### config.mk
export PLATFORM = sky130hd
export DESIGN_NAME = memoryStage
export DESIGN_NICKNAME = d
export VERILOG_FILES = /design/src/hdl/memPkg.sv /design/src/hdl/memoryStage.sv /design/src/hdl/loadAlign.sv
export SDC_FILE = /design/constraint.sdc
export NUM_CORES = 1
export LEC_CHECK = 0
export ABC_CLOCK_PERIOD_IN_PS = 1900
export CORE_AREA = 5 5 190 192
export DETAILED_ROUTE_END_ITERATION = 7
export DIE_AREA = 0 0 195 197
export DONT_BUFFER_PORTS = 1
export MAX_ROUTING_LAYER = met4
export PLACE_DENSITY_LB_ADDON = 0.12
export REMOVE_ABC_BUFFERS = 1
export SYNTH_ARGS = -nofsm -noshare
export SYNTH_HDL_FRONTEND = slang
export SYNTH_SLANG_ARGS = --single-unit
### constraint.sdc
create_clock -name vclk -period 1.9
set_input_delay 0.19 -clock vclk [all_inputs]
set_output_delay 0.19 -clock vclk [all_outputs]
set_load 0.05 [all_outputs]
### src/hdl/memPkg.sv
package memPkg;

    // access width of a load or store
    typedef enum logic [1:0] {
        MSIZE_B = 2'd0,
        MSIZE_H = 2'd1,
        MSIZE_W = 2'd2
    } msize_t;

    // memory side control carried with each slot
    typedef struct packed {
        logic   memRead;
        logic   memWrite;
        msize_t msize;
        // sign extend on load
        logic   memSext;
        logic   regWrite;
    } memCtl_t;

    // one execute slot, lane 1 older, lane 0 younger
    typedef struct packed {
        logic        valid;
        logic [31:0] pc;
        logic [4:0]  rdst;
        // effective address for memory ops
        logic [31:0] aluOut;
        // store data, unshifted
        logic [31:0] srcb;
        memCtl_t     ctl;
    } execSlot_t;

    // per lane data bus request
    typedef struct packed {
        logic        valid;
        logic [31:0] addr;
        msize_t      size;
        logic [3:0]  strobe;
        logic [31:0] wdata;
    } dbusReq_t;

    // single response shared by both lanes
    typedef struct packed {
        logic        dataOk;
        logic [31:0] data1;
        logic [31:0] data0;
    } dbusResp_t;

    // slot leaving the memory stage
    typedef struct packed {
        logic        valid;
        logic [31:0] pc;
        logic [4:0]  rdst;
        logic [31:0] aluOut;
        // aligned and extended load value
        logic [31:0] ld;
        memCtl_t     ctl;
    } memSlot_t;

    // committed result per lane
    typedef struct packed {
        logic        valid;
        logic [31:0] pc;
        logic [4:0]  rdst;
        logic [31:0] wdata;
        logic        regWrite;
    } wbSlot_t;

endpackage
### src/hdl/memoryStage.sv
`timescale 1ns/1ps

module memoryStage (
    input  memPkg::execSlot_t [1:0] reqSlot,
    input  memPkg::dbusResp_t       dresp,
    output memPkg::memSlot_t [1:0]  memOut
);
    logic [1:0][31:0] laneData;
    logic [1:0][1:0]  laneOffset;
    logic [1:0][31:0] laneLoad;

    // lane 1 reads data1, lane 0 reads data0
    assign laneData = {dresp.data1, dresp.data0};

    for (genvar i = 0; i < 2; i++) begin : g_lane
        // non-loads align at offset zero, keeps the aligner quiet
        assign laneOffset[i] = (reqSlot[i].valid && reqSlot[i].ctl.memRead) ?
                               reqSlot[i].aluOut[1:0] : 2'b00;

        loadAlign u_align (
            .rawWord (laneData[i]),
            .offset  (laneOffset[i]),
            .msize   (reqSlot[i].ctl.msize),
            .memSext (reqSlot[i].ctl.memSext),
            .loaded  (laneLoad[i])
        );
    end

    // slot fields pass straight through
    always_comb begin
        for (int i = 0; i < 2; i++) begin
            memOut[i].valid  = reqSlot[i].valid;
            memOut[i].pc     = reqSlot[i].pc;
            memOut[i].rdst   = reqSlot[i].rdst;
            memOut[i].aluOut = reqSlot[i].aluOut;
            memOut[i].ld     = laneLoad[i];
            memOut[i].ctl    = reqSlot[i].ctl;
        end
    end

endmodule

### src/hdl/loadAlign.sv
`timescale 1ns/1ps

module loadAlign (
    input  logic [31:0]    rawWord,
    input  logic [1:0]     offset,
    input  memPkg::msize_t msize,
    input  logic           memSext,
    output logic [31:0]    loaded
);
    import memPkg::*;

    logic [7:0]  byteSel;
    logic [15:0] halfSel;

    always_comb begin
        // byte lane picked by the low address bits
        byteSel = rawWord[{offset, 3'b000} +: 8];
        // upper or lower half
        halfSel = offset[1] ? rawWord[31:16] : rawWord[15:0];
        case (msize)
            MSIZE_B: loaded = {{24{memSext & byteSel[7]}}, byteSel};
            MSIZE_H: loaded = {{16{memSext & halfSel[15]}}, halfSel};
            // word, passes unchanged
            default: loaded = rawWord;
        endcase
    end

    // issuing side guarantees natural alignment
    always_comb begin
        if (msize == MSIZE_H) begin
            assert (offset[0] == 1'b0)
                else $error("loadAlign: misaligned half offset %0d", offset);
        end
        if (msize == MSIZE_W) begin
            assert (offset == 2'b00)
                else $error("loadAlign: misaligned word offset %0d", offset);
        end
    end

endmodule

==> results of run 1 <==
[where the power goes]
part	internal, W	switching [W]	total, W	leakage [nW]
clock network	0	0	0	0
logic	0.000341	0.000621	0.000962	1.02
registers	0	0	0	0
[routing by layer]
| metal | vias to the layer above | wire length, um | track usage, % |
|---|---|---|---|
| met1 | 1065 | 6770 | 9.80 |
| met2 | 526 | 20600 | 36.7 |
| met4 | 0 | 749 | 2.20 |
| met5 | - | 0 | - |
| met3 | 14 | 13400 | 31.4 |
| li1 | 929 | - | - |
[Yosys cell counts (all sizes together) (4+ instances only)]
| cell type | count | share of area, % |
|---|---|---|
| a221o | 14 | 5.8 |
| o21ai | 10 | 2.1 |
| o221ai | 7 | 2.5 |
| a21oi | 12 | 2.5 |
| nand2 | 89 | 14 |
| clkbuf | 11 | 1.7 |
| buf | 156 | 48 |
| nand3 | 4 | 0.83 |
| mux2i | 10 | 4.1 |
| a2bb2oi | 7 | 2.5 |
| a22o | 7 | 2.5 |
| nand2b | 9 | 2.3 |
[repair_timing]
item,CTS,global route
setup endpoints to repair,7,17
resized for setup,1,3
cloned,0,0
hold endpoints to repair,0,0
[final cells by class]
class	instances	area share, %
Inverter	1	0.146
Timing Repair Buffer	75	29.8
Multi-Input combinational cell	201	47.9
Tap cell	455	22.2
[kinds of logic (layout without fill, tap and decap cells)]
group	count (synthesis)	in the layout	share of synthesized area, %
compound gates	71	71	23.1
buf+inv	168	76	50.0
simple gates	117	117	20.9
mux	13	13	5.99
[worst max-delay path, stage by stage]
cell	delay (ns)
nand3_1	0.14
buf_12	0.20
a211oi_2	0.30
a2111oi_4	0.09
buf_4	0.17
a221o_1	0.30
buf_12	0.16
[metrics by stage]
step	setup TNS, ns	area [um^2]
final	0	2560
after global routing	0	2560
after CTS	0	2550
after detailed placement	-0.522	2550
after global placement	-0.837	2550
after floorplan	-5.67	1210
[worst max path at each step]
stage | start | endpoint | slack [ns] | depth (start not counted)
2_1_floorplan | reqSlot[39] | memOut[13] | -0.41 | 4
3_3_place_gp | reqSlot[147] | memOut[120] | -0.14 | 4
3_5_place_dp | reqSlot[147] | memOut[120] | -0.09 | 4
4_1_cts | reqSlot[147] | memOut[126] | 0.03 | 7
5_1_grt | reqSlot[147] | memOut[126] | 0.06 | 7
6_report | reqSlot[147] | memOut[126] | 0.15 | 7
==> key figures, run 1 <==
Run status
  • Outcome: finished, final reports clean

Clock tree
  • Cts hold-fix bufs: 0
  • Post-CTS Setup Bufs: 0

STA
  • Final period utilization: between 90 and 100%
  • Fin Hold WS: 0.380 ns
  • # setup viols final: 0
  • Post-route minimum period: around 1.8 ns
  • RSZ-0062 raised after global routing: no
  • Max Clk Rate: ~0.57 GHz
  • Final hold violation count: 0
  • Final Worst Setup Slack: between 0.1 and 0.15 ns
  • Slew Limit Fails: 0
  • Worst slew pin tran: 0.680 ns
  • Worst relative slew slack: between 50% and 60%

Min path
  • Hold path start: reqSlot[147]
  • Worst Hold End: memOut[147]
  • Worst Hold Class: in2out
  • Hold path cells: 0

Die
  • Initial Util: 7.09%
  • Die Height: roughly 200 um
  • I/O pin count: 497
  • Core area: around 34000 um^2
  • Die X: 195 um
  • DIE AREA: a little under 40000 um^2
  • Row count: 68

GRT
  • First-pass GRT wire length: roughly 48 mm
  • Vias in the first global route: about 2500
  • Total track usage: roughly a fifth
  • Grt ovf: 0
  • Pin count of the biggest net entering global routing: 34
  • Initial antenna violation count: 0

Drt
  • Vias per cell: 3.46
  • Drt wl/cell: between 50 and 60 um
  • Total Wirelength: 41.5 mm
  • DRT Pass-1 Iters: 5
  • DRC: 0
  • Final ANT Viol Nets: 0
  • Initial DRC Count: ~130
  • Vias: about 2500

Finish
  • Layout cell share with drive strength beyond 1: around 30%
  • Most frequent cells in the layout: nand2_1, buf_4, buf_12
  • Reg area: 0 um^2
  • Nets: between 500 and 600
  • Final core occ: 7.49%
  • Filler cells: slightly above 4000
  • CLK BUF: 0
  • Diode count: 0
  • Num sequential: 0
  • Multi-input logic area: around 1200 um^2
  • Area Growth Syn to Fin: 5.73%
  • Layout Cells excl Fill: ~730
  • Most common cell after layout, fill and taps aside: nand2_1

Critical path
  • CP Capture Type: output port
  • CP arrival: between 1.5 and 2 ns
  • Critical path class: in2out
  • CP max FO: 18
  • CP Data Required Time: ~1.7 ns
  • Worst Setup Start Kind: primary input

Pwr
  • Leakage: 1.02 nW
  • Power density cells: 375 nW/um^2
  • Maximum vdd drop: roughly 0.00014 V
  • Final total power: 0.000962 W

Flow run
  • Max-Cap Viols: 0

Place
  • Pre-CTS setup slack: -0.0929 ns
  • Final GP Congestion: between 0.8 and 0.9
  • Port bufs: 0
  • DP Cell Count: around 730
  • Post-DP HPWL: ~40 mm

Yosys
  • Register area share after synthesis: 0%
  • Synth Cell Area: 2420 um^2
  • Gate Count Post-Synth: ~370
  • Cell variety after synth: 37
  • Synthesis warning total: 0
  • Syn_area_per_cell: 6.57 um^2
Note: power is estimated with default switching activity, not from simulation.
==> run 2: changes to the inputs <==
Settings changed: SYNTH_HIERARCHICAL from default to 1.
==> key figures, run 2 <==
Finish
  • Layout cell share with drive strength beyond 1: between 30 and 40%
  • CLK BUF: 0
  • Most common cell after layout, fill and taps aside: nand2_1
  • Most frequent cells in the layout: nand2_1, buf_12, buf_4
  • Multi-input logic area: 1330 um^2
  • Nets: approximately 590
  • Design Area, Final: 3170 um^2
  • Area Growth Syn to Fin: 22.8%
  • Reg area: 0 um^2
  • Num sequential: 0
  • Filler cells: between 4000 and 5000

GRT
  • Total track usage: between 20% and 30%
  • Vias in the first global route: ~2300
  • Pin count of the biggest net entering global routing: 39
  • Grt ovf: 0
  • First-pass GRT wire length: ~48 mm
  • Initial antenna violation count: 2

Yosys
  • Adder-cell share of the synthesized area: 0%
  • Post-Synth Simple-Gate Area: a little over a quarter
  • Multiplexer area fraction after synthesis: about 2.4%
  • Syn_area_per_cell: roughly 6.4 um^2
  • Yosys top cell by area: buf_4
  • Synth Cell Area: between 2000 and 3000 um^2
  • Gate Count Post-Synth: approximately 400
  • Top-count cell post-synth: buf_4
  • Synth Area in XOR/XNOR: 0%
  • Area fraction in compound gates after synthesis: between 20% and 30%
  • Register area share after synthesis: 0%
  • Synthesis warning total: 6
  • Cell variety after synth: 27
  • Main area contributors after synthesis: buf_4, nand2_1, a221o_2
  • Share of the synthesized area in the top cell type: about 47%
  • Post-synth top cells: buf_4, nand2_1, a221o_2, nand2b_1
  • Largest family of logic cells by synthesized area: buffers and inverters

Critical path
  • Critical Path Source: reqSlot[5]
  • Worst Setup Start Kind: primary input
  • CP arrival: 1.63 ns
  • Setup crit end: memOut[21]
  • Critical path class: in2out
  • CP max FO: 8
  • CP Capture Type: output port
  • CP Data Required Time: 1.71 ns

STA
  • Worst slew pin tran: around 0.51 ns
  • Slew Limit Fails: 0
  • Worst relative slew slack: ~66%
  • Final period utilization: a little over nine tenths
  • # setup viols final: 0
  • Max Clk Rate: about 0.55 GHz
  • Post-route minimum period: around 1.8 ns
  • Fin Hold WS: 0.380 ns
  • Final Worst Setup Slack: about 0.077 ns
  • Final hold violation count: 0
  • Fin Setup TNS: 0 ns
  • RSZ-0062 raised after global routing: no

Run status
  • Outcome: finished, final reports clean

Drt
  • Final ANT Viol Nets: 0
  • Initial DRC Count: 101
  • Vias: 2433
  • DRC: 0
  • Drt wl/cell: about 56 um
  • DRT Pass-1 Iters: 6
  • Vias per cell: 3.18
  • Total Wirelength: about 43 mm

Die
  • I/O pin count: slightly below 500
  • Die Height: just under 200 um
  • Core area: about 34000 um^2
  • Initial Util: 7.54%
  • Row count: slightly below 70
  • Die X: between 150 and 200 um
  • DIE AREA: roughly 38000 um^2

Place
  • Port bufs: 0
  • Pre-CTS setup slack: -0.0959 ns
  • Final GP Congestion: 0.991
  • Placed cell area: roughly 3100 um^2
  • Post-DP HPWL: approximately 40 mm

Pwr
  • Power density cells: around 380 nW/um^2
  • Maximum vdd drop: 0.000131 V
  • Leakage: ~1.3 nW

Flow run
  • Max-Cap Viols: 0

Clock tree
  • Cts hold-fix bufs: 0

Min path
  • Worst Hold Class: in2out
[run 2: stage by stage]
| step | total power [W] | utilization [%] | cells |
|---|---|---|---|
| 3_5_place_dp | 0.00121 | 9.15 | 762 |
| 6_report | 0.00121 | 9.26 | 766 |
| 5_1_grt | 0.00126 | 9.26 | 766 |
| 4_1_cts | 0.00122 | 9.20 | 764 |
| 2_1_floorplan | 0.000659 | - | 230 |
| 3_3_place_gp | 0.00122 | 9.15 | 762 |
[run 2: cells by family after synthesis]
logic type             Yosys count
AO/OA/AOI/OAI                   66
buffers and inverters          176
multiplexers                     6
AND/OR/NAND/NOR                154
[run 2: what timing repair did]
action	CTS	global route
gates resized for setup	1	5
endpoints found under the hold margin	0	0
buffers inserted	2	0
pin swaps	1	0
setup endpoints to repair	9	21
[run 2: worst min path at each step]
stage                            start          end  slack [ns]  cells after the start
after floorplan             reqSlot[0]    memOut[0]        0.38                      0
after global placement    reqSlot[146]  memOut[146]        0.38                      0
after detailed placement  reqSlot[146]  memOut[146]        0.38                      0
after CTS                 reqSlot[146]  memOut[146]        0.38                      0
after global routing       reqSlot[38]   memOut[38]        0.38                      0
final                     reqSlot[146]  memOut[146]        0.38                      0
[run 2: worst max-delay path, cell delays in order]
cell     delay (ns)
and3_1         0.26
mux2i_1        0.27
mux2_2         0.21
nor3_4         0.04
buf_12         0.14
a221o_2        0.33
buf_12         0.16
[run 2: cell type report]
type | instances | area share (%)
inverter | 4 | 0.474
antenna | 2 | 0.158
timing repair buffer | 79 | 39.3
multi-input combinational | 226 | 42.1
tap | 455 | 18.0
[run 2: metal layers]
metal,vias to the layer above,part of all wire [%],track usage (%)
met4,0,0.31,0.440
met3,6,30,31.0
li1,989,-,-
met2,359,59,44.2
met5,-,0,-
met1,1079,10,6.29
[run 2: where the power goes]
part           leakage [nW]     internal, W        total, W  switching [W]
logic                  1.32        0.000521         0.00121       0.000691
clock network     0.0000127  0.000000000167  0.000000000167              0
registers                 0               0               0              0
