`config.mk`:
```
export PLATFORM = sky130hd
export DESIGN_NAME = writebackStage
export DESIGN_NICKNAME = d
export VERILOG_FILES = /design/src/hdl/memPkg.sv /design/src/hdl/writebackStage.sv
export SDC_FILE = /design/constraint.sdc
export NUM_CORES = 1
export LEC_CHECK = 0
export ABC_AREA = 1
export BUFFER_PORTS_ARGS = -buffer_cell sky130_fd_sc_hd__buf_4
export CELL_PAD_IN_SITES_DETAIL_PLACEMENT = 1
export CELL_PAD_IN_SITES_GLOBAL_PLACEMENT = 1
export CORE_MARGIN = 2
export CORE_UTILIZATION = 25
export DETAILED_ROUTE_END_ITERATION = 12
export PLACE_DENSITY = 0.65
export SLEW_MARGIN = 20
export SYNTH_ARGS = -nofsm -noshare
export SYNTH_HDL_FRONTEND = slang
export SYNTH_SLANG_ARGS = --single-unit
```
`constraint.sdc`:
```
create_clock -name clk -period 1.5 [get_ports clk]
set_input_delay 0.15 -clock clk [delete_from_list [all_inputs] [get_ports clk]]
set_output_delay 0.15 -clock clk [all_outputs]
set_load 0.005 [all_outputs]
```
`src/hdl/memPkg.sv`:
```
package memPkg;

    // access width of a load or store
    typedef enum logic [1:0] {
        MSIZE_B = 2'd0,
        MSIZE_H = 2'd1,
        MSIZE_W = 2'd2
    } msize_t;

    // memory side control carried with each slot
    typedef struct packed {
        logic   memRead;
        logic   memWrite;
        msize_t msize;
        // sign extend on load
        logic   memSext;
        logic   regWrite;
    } memCtl_t;

    // one execute slot, lane 1 older, lane 0 younger
    typedef struct packed {
        logic        valid;
        logic [31:0] pc;
        logic [4:0]  rdst;
        // effective address for memory ops
        logic [31:0] aluOut;
        // store data, unshifted
        logic [31:0] srcb;
        memCtl_t     ctl;
    } execSlot_t;

    // per lane data bus request
    typedef struct packed {
        logic        valid;
        logic [31:0] addr;
        msize_t      size;
        logic [3:0]  strobe;
        logic [31:0] wdata;
    } dbusReq_t;

    // single response shared by both lanes
    typedef struct packed {
        logic        dataOk;
        logic [31:0] data1;
        logic [31:0] data0;
    } dbusResp_t;

    // slot leaving the memory stage
    typedef struct packed {
        logic        valid;
        logic [31:0] pc;
        logic [4:0]  rdst;
        logic [31:0] aluOut;
        // aligned and extended load value
        logic [31:0] ld;
        memCtl_t     ctl;
    } memSlot_t;

    // committed result per lane
    typedef struct packed {
        logic        valid;
        logic [31:0] pc;
        logic [4:0]  rdst;
        logic [31:0] wdata;
        logic        regWrite;
    } wbSlot_t;

endpackage
```
`src/hdl/writebackStage.sv`:
```
`timescale 1ns/1ps

module writebackStage (
    input  logic                    clk,
    input  logic                    resetn,
    input  memPkg::memSlot_t [1:0]  memOut,
    input  logic                    pairDone,
    output memPkg::wbSlot_t [1:0]   commit
);
    logic [1:0]       commitValid;
    logic [1:0][31:0] pcQ;
    logic [1:0][4:0]  rdstQ;
    logic [1:0][31:0] wdataQ;
    logic [1:0]       regWriteQ;

    // valid is a single cycle per finished pair
    always_ff @(posedge clk) begin
        if (!resetn) begin
            commitValid <= 2'b00;
        end else begin
            for (int i = 0; i < 2; i++) begin
                commitValid[i] <= pairDone & memOut[i].valid;
            end
        end
    end

    always_ff @(posedge clk) begin
        if (pairDone) begin
            for (int i = 0; i < 2; i++) begin
                pcQ[i]       <= memOut[i].pc;
                rdstQ[i]     <= memOut[i].rdst;
                // load value, else the ALU result
                wdataQ[i]    <= memOut[i].ctl.memRead ? memOut[i].ld : memOut[i].aluOut;
                // r0 never written
                regWriteQ[i] <= memOut[i].ctl.regWrite & (memOut[i].rdst != 5'd0);
            end
        end
    end

    always_comb begin
        for (int i = 0; i < 2; i++) begin
            commit[i].valid    = commitValid[i];
            commit[i].pc       = pcQ[i];
            commit[i].rdst     = rdstQ[i];
            commit[i].wdata    = wdataQ[i];
            commit[i].regWrite = regWriteQ[i];
        end
    end

endmodule

```
==> results of run 1 <==
worst min-delay path by stage:
stage	startpoint	endpoint
after floorplan	memOut[178]	commit[104]
after global placement	memOut[97]	commit[60]
after detailed placement	memOut[213]	commit[139]
after CTS	memOut[14]	commit[9]
after global routing	memOut[29]	commit[24]
final	memOut[124]	commit[82]
kinds of logic after synthesis:
kind of cell / Yosys count / share of synthesized area
buffers and inverters: 82 / 0.07759
AO/OA/AOI/OAI: 64 / 0.09539
AND/OR/NAND/NOR: 74 / 0.05294
flip-flops: 142 / 0.7741
layout make-up:
class                   count  area (sq um)  share of cell area
flip-flops and latches    142          4244              0.4196
repair buffers            472          3900              0.3856
inverters                  68         255.2             0.02524
clock inverters            14         121.4             0.01200
clock buffers              18         429.2             0.04243
well taps                 280         350.3             0.03464
multi-input cells         138         813.3             0.08042
metrics by stage:
step	utilization	setup WS, ns	hold slack [ns]
3_3_place_gp	0.3897	0.4515	0.3288
2_1_floorplan	-	0.7241	0.2489
4_1_cts	0.4663	0.3225	0.0001094
3_5_place_dp	0.3897	0.4239	0.3296
6_report	0.4663	0.3022	0.02435
5_1_grt	0.4663	0.2967	0.005158
critical path: cells and delay by family:
family | cells | cell delay, ns
buffers and inverters | 3 | 1.22
AND/OR/NAND/NOR | 1 | 0.12
registers in the layout, summed over array words and instances, names as in the netlist:
| register | flops |
|---|---|
| commitValid | 2 |
| regWriteQ | 2 |
| commit | 138 |
per-layer routing:
layer | GRT usage | share of wire | vias up
met5 | 0 | 0 | -
met4 | 0.05340 | 0.017 | 0
met3 | 0.04763 | 0.060 | 19
met2 | 0.3061 | 0.55 | 196
met1 | 0.1740 | 0.37 | 2213
li1 | - | - | 2204
timing repair:
action / in CTS / in global routing
gates resized for setup: 0 / 0
hold buffers: 111 / 0
hold endpoints to repair: 110 / 0
power groups by stage:
stage	Sequential, mW	Combinational (mW)	Clock (mW)
floorplan	4.96	0.278	0
global placement	4.92	1.38	0
detailed placement	4.93	1.42	0
CTS	4.85	1.66	4.13
global route	4.88	1.78	4.27
finish	4.85	1.65	3.98
cells in the final DEF, fill, tap and decap left out:
| cell type | instances |
|---|---|
| clkinvlp_4 | 5 |
| inv_8 | 2 |
| nand2_1 | 64 |
| o21ai_1 | 3 |
| o21ai_0 | 7 |
| dlygate4sd3_1 | 111 |
| dfxtp_1 | 2 |
| clkinv_4 | 1 |
| nand2_2 | 2 |
| buf_12 | 6 |
| inv_6 | 6 |
| buf_6 | 1 |
| and3_1 | 2 |
| edfxtp_1 | 140 |
| nor2_1 | 4 |
| nand3_1 | 2 |
| buf_4 | 354 |
| clkbuf_1 | 1 |
| clkbuf_16 | 17 |
| inv_1 | 68 |
| o21ai_2 | 54 |
==> metrics.md, run 1 <==
| Metric | Value |
|---|---|
| Post-Route WL | 18.81 mm |
| Top cell by count, worst path | dlygate4sd3_1 |
| Largest net degree at the start of global routing | 35 |
| Worst IR Drop VDD | 0.6024 mV |
| CP max stage cell | dlygate4sd3_1 |
| Worst Setup End Kind | register |
| Clk buf depth | 2 |
| Ys Warns | 0 |
| Final ANT Viol Nets | 0 |
| Mapped Cells | 362 |
| Avg WL per Cell | 16.61 um |
| Fmax | 834.8 MHz |
| List of most frequent post-synthesis cells | 140 x edfxtp_1, 68 x inv_1, 64 x nand2_1 |
| Startpoint type of the worst setup path | input port |
| DRC | 0 |
| Initial Util | 0.2528 |
| TritonCTS clock tree | yes |
| Synth top area share | 0.7668 |
| Worst min path class | in -> reg |
| Clock period minus worst slack | 1.198 ns |
| Via count | 4632 |
| Clock-pin slew on the worst setup and hold paths | 0.07 ns |
| Status | finished clean |
| Final hold violation count | 0 |
| Crit-path cells | dlygate4sd3_1 -> buf_4 -> and3_1 -> dlygate4sd3_1 |
| Cells after DPL | 989 |
| Ys flop type | edfxtp_1 |
| Total Power | 10.48 mW |
| Gr ovfl total | 0 |
| GRT Overall Usage | 0.1628 |
| Vias in the first global route | 5086 |
| Initial DRC count | 179 |
| Switching Share | 0.2414 |
| Port buffer count | 352 |
| Slowest stage delay, CP | 0.55 ns |
| Clock power share | 0.380 |
| Worst Path Class, Setup | in -> reg |
| Die ar. | 23130 sq um |
| #FFs+latches synth | 142 |
| Post-CTS setup buffers | 0 |
| Switching pwr | 2.529 mW |
| Syn Nets | 581 |
| Max-Slew Margin vs Limit | 0.7950 |
| Internal power | 7.947 mW |
| Via density | 4.092 |
| Post-synth EDFFs | 140 |
| RSZ-0062 raised after global routing | no |
| Rows | 54 |
| Comb power frac | 0.157 |
| Hpwl dp | 13.23 mm |
| Max-slew violation count | 0 |
| Die W | 152.1 um |
| Number of CTS-inserted buffers | 17 |
| Final Setup Violations | 0 |
| First-pass GRT wire length | 28.91 mm |
| Crit path max fanout | 1 |
| Period utilization | 0.7986 |
| Share of layout cells above drive strength 1 | 0.5258 |
| Final #Nets | 1058 |
| GPL Wtd Cong | 0.7510 |
| Data required, critical path | 1.80 ns |
| Fillcell total | 2281 |
| Die H | 152.1 um |
| Root Buffer | clkbuf_16 |
| Synth Area per Inst | 15.15 sq um |
| TritonRoute pass-1 iters | 4 |
| Reg power frac | 0.463 |
| Cell Pwr Density | 1036 nW/um^2 |
| Fin cells | 1132 |
| Syn Std Cell Area | 5483 sq um |
| Top post-synthesis cells by area | edfxtp_1 77%, o21ai_2 8.6%, inv_1 4.7% |
| Top Ports | 361 |
| CTS H-tree depth | 4 |
| Area leader, netlist | edfxtp_1 |
| Initial antenna violation count | 0 |
| Max-Cap Viols | 0 |
| Clk sinks | 142 |
| TNS Setup | 0 ns |
| Core footprint | 21690 sq um |
| Cell area after layout | 10110 sq um |
| Hold path cells | 3 |
| Worst setup path start | memOut[107] |
| Distinct cells, synth | 14 |
| Worst-Margin Slew | 0.3075 ns |
| Placed instance area | 8452 sq um |
| Antenna fix cells | 0 |
| Syn-to-layout area delta | 84.46% |
| Cell with the most instances after synthesis | edfxtp_1 |
| End point of the critical path | commitValid[0] |
| WP data arrival | 1.50 ns |
| Static Leakage | 4.561 nW |
| Sequential fraction of the synthesis area | 0.7741 |
| Synth async-reset ratio | 0 |
(Power assumes the default switching activity.)
==> run 2: changes to the inputs <==
Clock period 1.5 ns to 1.2 ns, I/O delays scaled along.
==> run 2 against run 1 <==
Against the previous run: non-clock buffer count is 60 higher; combinational power is 38% higher; worst hold slack worse by 0.011 ns; clock power is 25% higher; sequential power is 25% higher; critical path depth stayed put; flip-flop and latch count stayed put.
==> metrics.md, run 2 (synthesized netlist as in run 1, its figures left out) <==
| Metric | Value |
|---|---|
| Period utilization | 0.9629 |
| Core footprint | 21690 sq um (unchanged) |
| Die H | 152.1 um (unchanged) |
| Worst min path class | in -> reg |
| Worst-Margin Slew | 0.3100 ns (+0.002530 ns) |
| Hpwl dp | 13.88 mm (+4.9%) |
| Via count | 4914 (+6.1%) |
| Final #Nets | 1118 (+5.7%) |
| End point of the critical path | commitValid[0] |
| Clock-pin slew on the worst setup and hold paths | 0.07 ns (about the same) |
| Die W | 152.1 um (unchanged) |
| Max reg flops | 138 (unchanged) |
| First-pass GRT wire length | 32.44 mm (+12%) |
| Share of layout cells above drive strength 1 | 0.4967 (-0.02911) |
| Fmax | 865.5 MHz |
| Startpoint type of the worst setup path | input port |
| Most frequent cells in the layout | 355 x buf_4, 166 x dlygate4sd3_1, 140 x edfxtp_1 |
| Slowest stage delay, CP | 0.55 ns (about the same) |
| Worst setup path start | memOut[107] |
| Data required, critical path | 1.51 ns (-0.29 ns) |
| Final hold violation count | 0 (unchanged) |
| Crit-path cells | dlygate4sd3_1 -> buf_4 -> and3_1 -> dlygate4sd3_1 |
| Cells after DPL | 994 (+0.51%) |
| Largest net degree at the start of global routing | 38 (+8.6%) |
| Die ar. | 23130 sq um (unchanged) |
| TNS Setup | 0 ns (unchanged) |
| TritonRoute pass-1 iters | 4 (unchanged) |
| GRT Overall Usage | 0.1829 (+0.02002) |
| Vias in the first global route | 5610 (+10%) |
| Comb power frac | 0.171 (+0.014) |
| Cell Pwr Density | 1240 nW/um^2 (+20%) |
| Resize count post-CTS | 0 (unchanged) |
| Port buffer count | 352 (unchanged) |
| CP top delay family | buffers and inverters |
| Clock power share | 0.374 (-0.006) |
| Total Power | 13.35 mW (+27%) |
| Reg power frac | 0.455 (-0.008) |
| Worst Path Buf+Inv | 3 (unchanged) |
| Clk sinks | 142 (unchanged) |
| Worst Setup End Kind | register |
| Initial Util | 0.2528 (unchanged) |
| Setup WS post-layout | 0.04454 ns (-0.2576 ns) |
| Number of CTS-inserted buffers | 17 (unchanged) |
| Top cell by count, worst path | dlygate4sd3_1 |
| TritonCTS clock tree | yes |
| Worst path depth | 4 (unchanged) |
| Fin cells | 1194 (+5.5%) |
| Crit path max fanout | 1 (unchanged) |
| Static Leakage | 4.830 nW (+5.9%) |
| Gr ovfl total | 0 (unchanged) |
| Final ANT Viol Nets | 0 (unchanged) |
| Max-slew violation count | 0 (unchanged) |
| Worst IR Drop VDD | 0.7406 mV (+23%) |
| Fillcell total | 2307 (+1.1%) |
| Root Buffer | clkbuf_16 |
| Rows | 54 (unchanged) |
| Post-Route WL | 21.05 mm (+12%) |
| Via density | 4.116 (+0.58%) |
| Initial antenna violation count | 2 (+2) |
| RSZ-0062 raised after global routing | no |
| DRC | 0 (unchanged) |
| CP max stage cell | dlygate4sd3_1 |
| Switching Share | 0.2449 (+0.003507) |
| Clk buf depth | 2 (unchanged) |
| Status | finished clean |
| Final Setup Violations | 0 (unchanged) |
| WP data arrival | 1.46 ns (-0.04 ns) |
| CTS H-tree depth | 4 (unchanged) |
| Internal power | 10.08 mW (+27%) |
| Max-Cap Viols | 0 (unchanged) |
| Worst Path Class, Setup | in -> reg |
| Max-Slew Margin vs Limit | 0.7933 (-0.001687) |
| Place WS | 0.2260 ns (-0.1979 ns) |
| Initial DRC count | 165 (-7.8%) |
| Top Ports | 361 (unchanged) |
| GPL Wtd Cong | 0.7513 (about the same) |
| Clock period minus worst slack | 1.155 ns |
| Avg WL per Cell | 17.63 um (+6.1%) |
| Most common cell after layout, fill and taps aside | buf_4 |
| Syn-to-layout area delta | 96.26% |
| Switching pwr | 3.269 mW (+29%) |
[run 2: routing by layer]
| metal | share of wire | vias up | wire (um) | track usage |
|---|---|---|---|---|
| li1 | - | 2325 | - | - |
| met1 | 0.34 | 2341 | 7173 | 0.1803 |
| met2 | 0.57 | 212 | 11920 | 0.3526 |
| met3 | 0.065 | 36 | 1374 | 0.05733 |
| met4 | 0.028 | 0 | 585 | 0.07210 |
| met5 | 0 | - | 0 | 0 |
[run 2: how the worst min path moves through the flow]
stage               depth (start not counted)  slack [ns]        start          end
floorplan                                   0        0.22  memOut[178]  commit[104]
global placement                            1        0.30  memOut[106]   commit[69]
detailed placement                          1        0.30  memOut[101]   commit[64]
CTS                                         3     0.00002  memOut[156]   commit[82]
global route                                3       0.006  memOut[154]   commit[80]
finish                                      3        0.01  memOut[154]   commit[80]
[run 2: layout make-up]
type                    instances  area (sq um)  share of cell area
diodes                          2         5.005           0.0004651
clock buffers                  18         429.2             0.03988
clock inverters                14         125.1             0.01163
inverters                      68         255.2             0.02372
multi-input cells             138         813.3             0.07558
flip-flops and latches        142          4244              0.3944
well taps                     280         350.3             0.03256
repair buffers                532          4538              0.4217
[run 2: power by group through the flow]
stage	logic (mW)	clock network (mW)	registers [mW]
after floorplan	0.348	0	6.20
after global placement	1.76	0	6.15
after detailed placement	1.81	0	6.17
after CTS	2.27	5.09	6.07
after global routing	2.45	5.29	6.11
final	2.28	4.99	6.08
[run 2: repair_timing]
item                                   CTS  global route
buffers inserted                         0             0
endpoints found under the hold margin  141             0
hold buffers                           166             0
[run 2: per-stage QoR]
stage | hold slack (ns) | instance area (sq um) | utilization
global placement | 0.2984 | 8539 | 0.3937
finish | 0.01305 | 10760 | 0.4961
CTS | 0.00001502 | 10760 | 0.4959
floorplan | 0.2189 | 5483 | -
detailed placement | 0.2995 | 8539 | 0.3937
global route | 0.005874 | 10760 | 0.4961
[run 2: tightest hold or removal path, delay by kind of cell]
| kind | cells | cell delay [ns] |
|---|---|---|
| buffers and inverters | 2 | 0.10 |
| AO/OA/AOI/OAI | 1 | 0.10 |
==> run 3: changes to the inputs <==
Settings changed: RECOVER_POWER set to 50.
==> run 3 against run 2 <==
Against the previous run: count of clock-buffer cells in the layout is the same; design area shrank 1.1%; fmax is essentially flat; first-iteration DRC count grew 18%; die area is the same; critical path depth is the same; non-clock buffer count is the same; global-route usage is the same; wire length shrank 0.17%; via count grew 0.33%; critical path type unchanged; critical endpoint unchanged; highest routed layer unchanged.
==> metrics.md, run 3 (synthesized netlist as in run 1, its figures left out) <==
| Metric | Value |
|---|---|
| Clk buf depth | 2 (unchanged) |
| First-pass GRT wire length | 32.44 mm (unchanged) |
| Top Ports | 361 (unchanged) |
| Static Leakage | 4.750 nW (-1.6%) |
| Vias in the first global route | 5610 (unchanged) |
| Avg WL per Cell | 17.60 um (-0.17%) |
| Crit-path cells | dlygate4sd3_1 -> buf_4 -> and3_1 -> dlygate4sd3_1 |
| Max-Cap Viols | 0 (unchanged) |
| Max-slew violation count | 0 (unchanged) |
| Final hold violation count | 0 (unchanged) |
| Hold-fix buffer count after cts | 166 (unchanged) |
| Place WS | 0.2260 ns (unchanged) |
| Initial antenna violation count | 2 (unchanged) |
| Max-Slew Margin vs Limit | 0.4965 (-0.2968) |
| Max reg flops | 138 (unchanged) |
| Hold Worst Slack | 0.01488 ns (+0.001832 ns) |
| Initial DRC count | 195 (+18%) |
| Hpwl dp | 13.88 mm (unchanged) |
| Top cell by count, worst path | dlygate4sd3_1 |
| GRT Overall Usage | 0.1829 (unchanged) |
| Clock period minus worst slack | 1.156 ns (+0.0004196 ns) |
| Die ar. | 23130 sq um (unchanged) |
| Worst Setup End Kind | register |
| Most common cell after layout, fill and taps aside | buf_4 |
| DRC | 0 (unchanged) |
| Period utilization | 0.9632 (about the same) |
| CP max stage cell | dlygate4sd3_1 |
| Resize count post-CTS | 0 (unchanged) |
| GPL Wtd Cong | 0.7513 (unchanged) |
| Setup WS post-layout | 0.04412 ns (-0.0004196 ns) |
| Hold path cells | 3 (unchanged) |
| Initial Util | 0.2528 (unchanged) |
| Startpoint type of the worst setup path | input port |
| Fmax | 865.1 MHz (about the same) |
| Crit path max fanout | 1 (unchanged) |
| Clk sinks | 142 (unchanged) |
| Slowest stage delay, CP | 0.55 ns (about the same) |
| Post-Route WL | 21.02 mm (-0.17%) |
| Worst-Margin Slew | 0.7552 ns (+0.4452 ns) |
| Post-CTS setup buffers | 0 (unchanged) |
| Hold path start | memOut[154] |
| Data required, critical path | 1.50 ns (about the same) |
| RSZ-0062 raised after global routing | no |
| CTS H-tree depth | 4 (unchanged) |
| Hold Path End | commit[80] |
| Gr ovfl total | 0 (unchanged) |
| Cells after DPL | 994 (unchanged) |
| Clock-pin slew on the worst setup and hold paths | 0.07 ns (about the same) |
| Worst Path Class, Setup | in -> reg |
| TritonCTS clock tree | yes |
| Die W | 152.1 um (unchanged) |
| Total Power | 13.29 mW (-0.41%) |
| Final ANT Viol Nets | 0 (unchanged) |
| Largest net degree at the start of global routing | 38 (unchanged) |
| Syn-to-layout area delta | 94.14% |
| Cell Pwr Density | 1249 nW/um^2 (+0.68%) |
| Via density | 4.129 (+0.33%) |
| Final Setup Violations | 0 (unchanged) |
| Most frequent cells in the layout | 280 x buf_4, 166 x dlygate4sd3_1, 140 x edfxtp_1 |
| TritonRoute pass-1 iters | 4 (unchanged) |
| Port buffer count | 352 (unchanged) |
| Root Buffer | clkbuf_16 |
| WP data arrival | 1.46 ns (about the same) |
| Worst IR Drop VDD | 0.7402 mV (about the same) |
| Fin cells | 1194 (unchanged) |
| TNS Setup | 0 ns (unchanged) |
| Share of layout cells above drive strength 1 | 0.4846 (-0.01206) |
| Worst min path class | in -> reg |
| Final #Nets | 1118 (unchanged) |
| Die H | 152.1 um (unchanged) |
| Number of CTS-inserted buffers | 17 (unchanged) |
| Core footprint | 21690 sq um (unchanged) |
| Via count | 4930 (+0.33%) |
| Rows | 54 (unchanged) |
| Status | finished clean |
==> run 3: cell types whose count changed in the layout (fill, tap and decap cells not counted), sizes merged <==
cell / change
buf: -79
clkbuf: +79
==> run 3: worst max path at each step <==
stage	start	endpoint	slack [ns]	cells past startpoint
after floorplan	memOut[113]	commit[100]	0.45	4
after global placement	pairDone	commit[5]	0.23	2
after detailed placement	pairDone	commit[3]	0.23	2
after CTS	commit[119]	commit[119]	0.04	1
after global routing	commit[119]	commit[119]	0.04	1
final	memOut[107]	commitValid[0]	0.04	4
==> run 3: routing by layer <==
metal	vias to the layer above	wire (um)	global-route usage	share of wire
met4	0	568	0.07210	0.027
met2	221	11950	0.3526	0.57
met3	33	1397	0.05733	0.066
met5	-	0	0	0
met1	2348	7100	0.1803	0.34
li1	2328	-	-	-
==> run 3: area by class of cell <==
class	instances	area, sq um
diodes	2	5.005
clock buffers	18	429.2
clock inverters	14	125.1
fillers	2324	11040
inverters	68	255.2
multi-input cells	138	813.3
flip-flops and latches	142	4244
well taps	280	350.3
repair buffers	532	4422
==> run 3: through the flow <==
stage | cell area [sq um] | utilization
6_report | 10640 | 0.4908
5_1_grt | 10640 | 0.4908
4_1_cts | 10760 | 0.4959
3_5_place_dp | 8539 | 0.3937
3_3_place_gp | 8539 | 0.3937
2_1_floorplan | 5483 | -
==> run 3: critical path: cells and delay by family <==
| family | cells | cell delay, ns |
|---|---|---|
| buf+inv | 3 | 1.21 |
| simple gates | 1 | 0.13 |
==> run 3: power by group <==
part / total, mW / switching (mW) / leakage [nW] / internal (mW)
Clock: 4.99 / 2.28 / 0.252 / 2.71
Combinational: 2.22 / 0.838 / 3.11 / 1.38
Sequential: 6.08 / 0.145 / 1.38 / 5.93
